`src/rtl/coreCfgPkg.sv`:
```
// Sizing assumes power-of-two register and ROB counts; tag and index widths must match the counts
package coreCfgPkg;

  // Architectural register file
  localparam int numRegs = 8;              // Registers visible to software
  localparam int regIdxW = 3;              // Index width for numRegs

  // Reorder buffer
  localparam int robDepth = 8;             // Entries, one tag each
  localparam int robTagW  = 3;             // Tag width for robDepth

  // Datapath
  localparam int dataW = 32;               // Operand and result width

  // Scalar types shared by every block
  typedef logic [regIdxW-1:0] regIdxT;     // Register index
  typedef logic [robTagW-1:0] robTagT;     // ROB tag, also the entry index
  typedef logic [dataW-1:0]   dataT;       // Operand value

endpackage

```
`src/rtl/renamePkg.sv`:
```
// Struct layouts are fixed by coreCfgPkg widths; only one dispatch and one commit per cycle
package renamePkg;

  import coreCfgPkg::*;

  // Decoded instruction as seen by rename
  typedef struct packed {
    regIdxT dest;                          // Destination register
    regIdxT srcA;                          // First source register
    regIdxT srcB;                          // Second source register
  } dispatchReqT;

  // Common data bus broadcast
  typedef struct packed {
    robTagT tag;                           // Producer tag
    dataT   value;                         // Finished result
  } cdbT;

  // Resolved source operand
  // value is zero while waiting, tag is zero once ready
  typedef struct packed {
    logic   ready;                         // Value field is valid
    robTagT tag;                           // Producer still being waited on
    dataT   value;                         // Operand value
  } operandT;

  // Packet handed to a reservation station
  typedef struct packed {
    robTagT  tag;                          // Own ROB tag
    operandT opA;                          // First operand
    operandT opB;                          // Second operand
  } issueT;

  // Retiring ROB head
  typedef struct packed {
    regIdxT dest;                          // Register to update
    dataT   value;                         // Committed result
    robTagT tag;                           // Tag being retired
  } commitT;

endpackage

```
`src/rtl/robValueBuffer.sv`:
```
// All writes on the rising edge; same-cycle CDB data is bypassed, and a commit clear beats a CDB set
`timescale 1ns/1ps

module robValueBuffer import coreCfgPkg::*, renamePkg::*; (
  input  logic   clk,
  input  logic   reset,
  input  robTagT rdTagA,                   // Writer tag of source A
  input  robTagT rdTagB,                   // Writer tag of source B
  input  robTagT headTag,                  // Oldest entry
  input  cdbT    cdb,
  input  logic   cdbValid,
  input  logic   clrValid,                 // Entry retires this cycle
  input  robTagT clrTag,
  output logic   rdReadyA,
  output logic   rdReadyB,
  output logic   headReady,
  output dataT   rdValueA,
  output dataT   rdValueB,
  output dataT   headValue
);

  logic readyMem [robDepth];               // Result present, per tag
  dataT valueMem [robDepth];               // Result value, per tag

  // Stored state plus CDB bypass for each read port
  always_comb begin
    rdReadyA  = readyMem[rdTagA] | (cdbValid & (cdb.tag == rdTagA));
    rdValueA  = (cdbValid && cdb.tag == rdTagA) ? cdb.value : valueMem[rdTagA];
    rdReadyB  = readyMem[rdTagB] | (cdbValid & (cdb.tag == rdTagB));
    rdValueB  = (cdbValid && cdb.tag == rdTagB) ? cdb.value : valueMem[rdTagB];
    headReady = readyMem[headTag] | (cdbValid & (cdb.tag == headTag));
    headValue = (cdbValid && cdb.tag == headTag) ? cdb.value : valueMem[headTag];
  end

  always_ff @(posedge clk) begin
    if (reset) begin
      readyMem <= '{default: 1'b0};       // No results outstanding
    end else begin
      if (cdbValid) readyMem[cdb.tag] <= 1'b1;
      if (clrValid) readyMem[clrTag] <= 1'b0; // Head may retire on its own broadcast
    end
  end

  always_ff @(posedge clk) begin
    if (cdbValid) valueMem[cdb.tag] <= cdb.value;
  end

endmodule

```
`src/rtl/robQueue.sv`:
```
// Push is assumed gated by robFull upstream; commits one entry per cycle, in allocation order
`timescale 1ns/1ps

module robQueue import coreCfgPkg::*, renamePkg::*; (
  input  logic   clk,
  input  logic   reset,
  input  logic   push,                     // Allocate tail entry
  input  regIdxT pushDest,                 // Destination of the new entry
  input  logic   headReady,                // Head result present
  input  dataT   headValue,
  output robTagT allocTag,                 // Tag the next dispatch receives
  output robTagT headTag,
  output logic   robFull,
  output logic   commitValid,
  output commitT commit
);

  robTagT             headPtr;
  robTagT             tailPtr;
  logic [robTagW:0]   count;               // Occupancy, 0 to robDepth
  regIdxT             destMem [robDepth];  // Destination per entry

  assign allocTag = tailPtr;
  assign headTag  = headPtr;
  assign robFull  = count[robTagW];        // MSB only set at robDepth
  assign commitValid = (count != '0) && headReady;

  // Head entry as it leaves the queue
  always_comb begin
    commit.dest  = destMem[headPtr];
    commit.value = headValue;
    commit.tag   = headPtr;
  end

  always_ff @(posedge clk) begin
    if (reset) begin
      headPtr <= '0;
      tailPtr <= '0;
      count   <= '0;
    end else begin
      if (push) tailPtr <= tailPtr + 1'b1;        // Wraps with tag width
      if (commitValid) headPtr <= headPtr + 1'b1;
      case ({push, commitValid})
        2'b10:   count <= count + 1'b1;
        2'b01:   count <= count - 1'b1;
        default: count <= count;                  // Both or neither
      endcase
    end
  end

  always_ff @(posedge clk) begin
    if (push) destMem[tailPtr] <= pushDest;
  end

endmodule

```
`src/rtl/regStatusTable.sv`:
```
// Reads return pre-edge state; a dispatch set beats a commit clear on the same register
`timescale 1ns/1ps

module regStatusTable import coreCfgPkg::*, renamePkg::*; (
  input  logic   clk,
  input  logic   reset,
  input  logic   setValid,                 // Dispatch claims a register
  input  regIdxT setReg,
  input  robTagT setTag,
  input  logic   commitValid,
  input  commitT commit,
  input  regIdxT srcA,
  input  regIdxT srcB,
  output logic   busyA,
  output logic   busyB,
  output robTagT tagA,
  output robTagT tagB
);

  logic   busyMem [numRegs];               // Pending writer exists
  robTagT tagMem  [numRegs];               // Youngest writer tag

  logic   clearHit;                        // Commit retires the current writer

  assign clearHit = commitValid && busyMem[commit.dest] &&
                    (tagMem[commit.dest] == commit.tag);

  // Plain table reads
  assign busyA = busyMem[srcA];
  assign busyB = busyMem[srcB];
  assign tagA  = tagMem[srcA];             // Meaningless while not busy
  assign tagB  = tagMem[srcB];

  always_ff @(posedge clk) begin
    if (reset) begin
      busyMem <= '{default: 1'b0};
    end else begin
      // Younger writer keeps the bit set
      if (clearHit) busyMem[commit.dest] <= 1'b0;
      if (setValid) busyMem[setReg] <= 1'b1;    // Later statement wins
    end
  end

  always_ff @(posedge clk) begin
    if (setValid) tagMem[setReg] <= setTag;
  end

endmodule

```
`src/rtl/archRegFile.sv`:
```
// Eight registers cleared on reset; a same-cycle write is returned on matching read ports
`timescale 1ns/1ps

module archRegFile import coreCfgPkg::*; (
  input  logic   clk,
  input  logic   reset,
  input  logic   wrValid,                  // Commit write
  input  regIdxT wrReg,
  input  dataT   wrData,
  input  regIdxT srcA,
  input  regIdxT srcB,
  output dataT   valueA,
  output dataT   valueB
);

  dataT regMem [numRegs];

  // Write-first, so a retiring value is seen by this cycle's dispatch
  assign valueA = (wrValid && wrReg == srcA) ? wrData : regMem[srcA];
  assign valueB = (wrValid && wrReg == srcB) ? wrData : regMem[srcB];

  always_ff @(posedge clk) begin
    if (reset) begin
      regMem <= '{default: '0};           // Architectural state starts at zero
    end else if (wrValid) begin
      regMem[wrReg] <= wrData;
    end
  end

endmodule

```
`src/rtl/operandDispatch.sv`:
```
// Accepts nothing until one edge after reset; waiting operands carry a tag and a zero value
`timescale 1ns/1ps

module operandDispatch import coreCfgPkg::*, renamePkg::*; (
  input  logic        clk,
  input  logic        reset,
  input  dispatchReqT dispReq,
  input  logic        dispValid,
  output logic        dispReady,
  output logic        dispFire,           // Handshake completes this edge
  input  robTagT      allocTag,
  input  logic        robFull,
  input  logic        busyA,
  input  logic        busyB,
  input  robTagT      tagA,
  input  robTagT      tagB,
  input  logic        bufReadyA,
  input  logic        bufReadyB,
  input  dataT        bufValueA,
  input  dataT        bufValueB,
  input  dataT        regValueA,
  input  dataT        regValueB,
  input  logic        commitValid,
  input  commitT      commit,
  output issueT       issue,
  output logic        issueValid,
  input  logic        issueReady
);

  logic  started;                          // Out of reset for one edge
  logic  retireA;                          // Writer of A commits now
  logic  retireB;
  issueT nextIssue;

  // Register value, buffered result, or wait on the producer
  function automatic operandT resolveOp(input logic busy, input logic retiring,
                                        input robTagT tag, input logic bufReady,
                                        input dataT bufValue, input dataT regValue);
    operandT op;
    op = '0;
    if (!busy || retiring) begin
      op.ready = 1'b1;
      op.value = regValue;                 // Bypassed by archRegFile on commit
    end else if (bufReady) begin
      op.ready = 1'b1;
      op.value = bufValue;                 // Finished, not yet committed
    end else begin
      op.tag = tag;
    end
    return op;
  endfunction

  assign retireA = commitValid && (commit.tag == tagA) && (commit.dest == dispReq.srcA);
  assign retireB = commitValid && (commit.tag == tagB) && (commit.dest == dispReq.srcB);

  assign dispReady = started && !robFull && (!issueValid || issueReady);
  assign dispFire  = dispValid && dispReady;

  always_comb begin
    nextIssue.tag = allocTag;
    nextIssue.opA = resolveOp(busyA, retireA, tagA, bufReadyA, bufValueA, regValueA);
    nextIssue.opB = resolveOp(busyB, retireB, tagB, bufReadyB, bufValueB, regValueB);
  end

  always_ff @(posedge clk) begin
    if (reset) begin
      started    <= 1'b0;
      issueValid <= 1'b0;
    end else begin
      started <= 1'b1;
      if (dispFire) issueValid <= 1'b1;             // Refill, even while draining
      else if (issueReady) issueValid <= 1'b0;
    end
  end

  // Packet holds while the consumer stalls
  always_ff @(posedge clk) begin
    if (dispFire) issue <= nextIssue;
  end

endmodule

```
`src/rtl/renameStage.sv`:
```
// Single-issue rename slice; CDB has no back-pressure and each tag broadcasts once before commit
`timescale 1ns/1ps

module renameStage import coreCfgPkg::*, renamePkg::*; (
  input  logic        clk,
  input  logic        reset,
  input  dispatchReqT dispReq,
  input  logic        dispValid,
  output logic        dispReady,
  input  cdbT         cdb,
  input  logic        cdbValid,
  output issueT       issue,
  output logic        issueValid,
  input  logic        issueReady,
  output commitT      commit,
  output logic        commitValid
);

  logic   dispFire;                        // Allocation enable
  robTagT allocTag;
  robTagT headTag;
  logic   robFull;
  logic   headReady;
  dataT   headValue;
  logic   busyA, busyB;                    // Status of both sources
  robTagT tagA, tagB;
  logic   bufReadyA, bufReadyB;
  dataT   bufValueA, bufValueB;
  dataT   regValueA, regValueB;

  robQueue robQ (
    .clk(clk), .reset(reset),
    .push(dispFire), .pushDest(dispReq.dest),
    .headReady(headReady), .headValue(headValue),
    .allocTag(allocTag), .headTag(headTag), .robFull(robFull),
    .commitValid(commitValid), .commit(commit)
  );

  robValueBuffer valBuf (
    .clk(clk), .reset(reset),
    .rdTagA(tagA), .rdTagB(tagB), .headTag(headTag),
    .cdb(cdb), .cdbValid(cdbValid),
    .clrValid(commitValid), .clrTag(commit.tag),
    .rdReadyA(bufReadyA), .rdReadyB(bufReadyB), .headReady(headReady),
    .rdValueA(bufValueA), .rdValueB(bufValueB), .headValue(headValue)
  );

  regStatusTable status (
    .clk(clk), .reset(reset),
    .setValid(dispFire), .setReg(dispReq.dest), .setTag(allocTag),
    .commitValid(commitValid), .commit(commit),
    .srcA(dispReq.srcA), .srcB(dispReq.srcB),
    .busyA(busyA), .busyB(busyB), .tagA(tagA), .tagB(tagB)
  );

  archRegFile regFile (
    .clk(clk), .reset(reset),
    .wrValid(commitValid), .wrReg(commit.dest), .wrData(commit.value),
    .srcA(dispReq.srcA), .srcB(dispReq.srcB),
    .valueA(regValueA), .valueB(regValueB)
  );

  operandDispatch opDisp (
    .clk(clk), .reset(reset),
    .dispReq(dispReq), .dispValid(dispValid), .dispReady(dispReady), .dispFire(dispFire),
    .allocTag(allocTag), .robFull(robFull),
    .busyA(busyA), .busyB(busyB), .tagA(tagA), .tagB(tagB),
    .bufReadyA(bufReadyA), .bufReadyB(bufReadyB),
    .bufValueA(bufValueA), .bufValueB(bufValueB),
    .regValueA(regValueA), .regValueB(regValueB),
    .commitValid(commitValid), .commit(commit),
    .issue(issue), .issueValid(issueValid), .issueReady(issueReady)
  );

endmodule

```
`config.mk`:
```
export PLATFORM = sky130hd
export DESIGN_NAME = renameStage
export DESIGN_NICKNAME = d
export VERILOG_FILES = /design/src/rtl/coreCfgPkg.sv /design/src/rtl/renamePkg.sv /design/src/rtl/robValueBuffer.sv /design/src/rtl/robQueue.sv /design/src/rtl/regStatusTable.sv /design/src/rtl/archRegFile.sv /design/src/rtl/operandDispatch.sv /design/src/rtl/renameStage.sv
export SDC_FILE = /design/constraint.sdc
export NUM_CORES = 2
export LEC_CHECK = 0
export ABC_AREA = 1
export BUFFER_PORTS_ARGS = -buffer_cell sky130_fd_sc_hd__buf_2
export CAP_MARGIN = 30
export CORE_ASPECT_RATIO = 1.75
export CORE_MARGIN = 2
export CORE_UTILIZATION = 40
export DETAILED_ROUTE_END_ITERATION = 12
export SLEW_MARGIN = 10
export SYNTH_ARGS = -nofsm -noshare
export SYNTH_HDL_FRONTEND = slang
export SYNTH_HIERARCHICAL = 1
export SYNTH_SLANG_ARGS = --single-unit
```
`constraint.sdc`:
```
create_clock -name clk -period 10.92 [get_ports clk]
set_input_delay 0 -clock clk [delete_from_list [all_inputs] [get_ports clk]]
set_output_delay 0 -clock clk [all_outputs]
set_load 0.1 [all_outputs]
```
==> impl_metrics.toml <==
[die]
io_pins = 165
die-area_sq_mm = 0.104
chipWidth_um = 245
start_util_pct = 40.4
die_height_um = 426
rows = 154
fp.coreArea_sq_mm = 0.101

[sta]
relSlewSlack_pct = 27.1
tightest_slew_ns = 1.09
setup_violations = 0
fin_skew_ns = 0.0393
final.setup.worst_slack_ns = 6.30
rsz0062_at_grt = "no"
tns_ns = 0
finalCriticalPeriod_ns = 4.62
max_freq_mhz = 216
hold_violations = 0
fin_crit_sh_pct = 42.3
finalMaxSlewViolations = 0

[global_routing]
grt_pass1_wl_um = 230000
grt_pass1_vias = 37500
antenna_found_initial = 6
grt_use_total_pct = 28.8
grt_max_degree = 86
grt_overflow = 0

[placement]
hpwl_um = 93800
pre_cts_ws_ns = 6.14
port_buffers = 164
place_congestion = 0.940

[synth]
ys_warn_count = 6
syn_inst = 5871
synthTopCellsByArea = "edfxtp_1, nand2_1, nand3_1"
synth_nets = 5925
ys_ff_latch = 666
synth_top_cell_by_area = "edfxtp_1"
syn_area_per_cell_sq_um = 6.93
synth_top_area_share_pct = 28.0
seq_area_frac_synth_pct = 42.1
synth_area_sq_mm = 0.0407
synth_cell_types = 39

[clock_tree]
ctsHtreeMaxLevel = 3
clockBufferDepth = 3
cts_root_buf = "clkbuf_16"
clk_pin_slew_ns = 0.07
clk_latency_ns = 0.68
numClockSinks = 666
tritoncts = "built"
cts_buffers = 67

[setup_path]
cpPeakStageDelay_ns = 0.79
slowest_stage = "clkinv_2"
cp-start-kind = "flip-flop"
r2r.worst_path.cells = 18
crit_arrival_ns = 5.05
worst-setup-path-type = "flip-flop to flip-flop"
cp_max_fo = 55
path_common_cell = "nand2_1"
path_cells = "inv_2 -> buf_4 -> nand2_1 -> nand2_1 -> nor2_1 -> nand2_2 -> nand3_1 -> nand2_1 -> inv_2 -> nand2_1 -> nor2_1 -> nand2_2 -> buf_4 -> clkinv_2 -> nand2_1 -> nand2_1 -> nand2_1 -> nand2_1"
cp_data_required_time_ns = 11.35
cp-end-kind = "flip-flop"

[route]
route.antenna.remaining_nets = 0
routed_via_density = 5.59
drc = 0
post_drt_wl_per_cell_um = 21.6
via_count = 39900
first_pass_iters = 9
drt_iter0_drc = 5142
routed_wl_um = 154000

[status]
outcome = "finished, final reports clean"

[power]
power_leakage_nw = 20.2
peakVddDrop_v = 0.000196
p_total_w = 0.00906
powerDensity_mw_per_mm2 = 206

[cells_and_area]
drive_gt1_share_pct = 8.22
final_util_pct = 43.7
final_common_cell = "nand2_1"
final_cell_mix = "nand2_1, nand3_1, inv_1"
area_growth_pct = 8.35
nets = 5805

[worst_hold_path]
hold_depth = 4
min_path_type = "input pin to flip-flop"

[job]
maxCapViolations = 0
-- worst max-delay path, delay by kind of cell, from the launching register on --
family | cells | cell delay (ns)
buffers and inverters | 5 | 2.47
flip-flops | 1 | 0.44
AND/OR/NAND/NOR | 13 | 1.36
-- per-layer routing --
layer  vias to the layer above  track usage (%)  share of wire (%)
li1                      18700                -                  -
met1                     18300             35.1                 38
met2                      2377             47.7                 47
met3                       565             5.07                9.6
met4                         2             16.4                5.9
met5                         -                0             0.0084
-- path summary, 6_finish.rpt --
path                                      from                              end  slack (ns)
setup / recovery  robQ/headTag[1]$_SDFFE_PP0N_       opDisp/issue[41]$_DFFE_PP_        6.30
hold reg to reg   status/busyMem[5]$_SDFF_PP0_     status/busyMem[5]$_SDFF_PP0_        0.46
setup reg to reg  robQ/headTag[1]$_SDFFE_PP0N_       opDisp/issue[41]$_DFFE_PP_        6.30
hold / removal                         cdb[34]  valBuf/valueMem[3][2]$_DFFE_PP_        0.05
-- report_power, final --
part           switching, W  internal [W]  total, W
registers          0.000121       0.00285   0.00297
logic               0.00299      0.000725   0.00371
clock network       0.00108       0.00129   0.00237
-- flip-flops by register name, summed over array words and instances, names as in the netlist, named ones only --
| register | cells |
|---|---|
| valBuf/valueMem | 256 |
| robQ/destMem | 24 |
| robQ/headTag | 3 |
| opDisp/started | 1 |
| opDisp/issue | 75 |
| opDisp/issueValid | 1 |
| valBuf/readyMem | 8 |
| status/busyMem | 8 |
| robQ/allocTag | 3 |
| regFile/regMem | 256 |
| robQ/count | 4 |
| status/tagMem | 24 |
-- per-stage QoR --
step                      hold slack [ns]  cell area (sq um)  cells
after floorplan                    0.0565              40700   5871
after global placement              0.307              41300   6962
after detailed placement            0.310              41400   6964
after CTS                         0.00620              44000   7128
after global routing               0.0690              44100   7134
final                              0.0451              44100   7137
-- final cells by class --
| cell class | instances | area (sq um) |
|---|---|---|
| diodes | 5 | 12.5 |
| clock buffers | 85 | 1850 |
| clock inverters | 39 | 345 |
| fillers | 10200 | 56700 |
| inverters | 705 | 2660 |
| multi-input cells | 4032 | 18500 |
| flip-flops and latches | 666 | 17100 |
| well taps | 1326 | 1660 |
| repair buffers | 279 | 1900 |
-- repair_timing --
item / in CTS / in global routing
hold endpoints to repair: 414 / 0
buffers inserted: 0 / 0
hold buffers: 40 / 0
resized for setup: 0 / 0
-- cell families (layout without fill, tap and decap cells) --
kind of cell             count (synthesis)  count (layout)  share of synthesized area (%)
AO/OA/AOI/OAI                          373             373                           6.79
buffers and inverters                 1173            1108                           12.9
adder cells (fa/ha/maj)                  5               5                          0.154
multiplexers                             3               3                         0.0739
flip-flops                             666             666                           42.1
AND/OR/NAND/NOR                       3648            3648                           37.9
XOR/XNOR                                 3               3                         0.0646
other                                    0               5                              0
-- cells in the mapped netlist --
cell type / instances
dfxtp_1: 287
o211ai_1: 2
a211oi_2: 41
buf_4: 62
a21oi_1: 46
o21bai_1: 1
nor3_1: 9
clkbuf_1: 129
a31oi_1: 8
nand3_2: 1
a211oi_1: 215
xor2_1: 1
o22ai_1: 3
buf_1: 39
mux2i_1: 3
inv_1: 673
clkinv_1: 3
nand3_1: 1237
nand4_1: 3
nor2_4: 7
edfxtp_1: 379
nor2_2: 5
ha_1: 5
o21ai_4: 1
nand2_2: 8
inv_2: 27
o21ai_1: 4
and2_1: 1
buf_6: 47
or2_2: 1
o21ai_0: 48
a221oi_1: 4
buf_2: 191
clkinv_2: 2
nor3b_1: 1
nand2_1: 2002
xnor2_1: 2
nor2_1: 364
nand2_4: 9
Power figures use the tool's default switching activity.
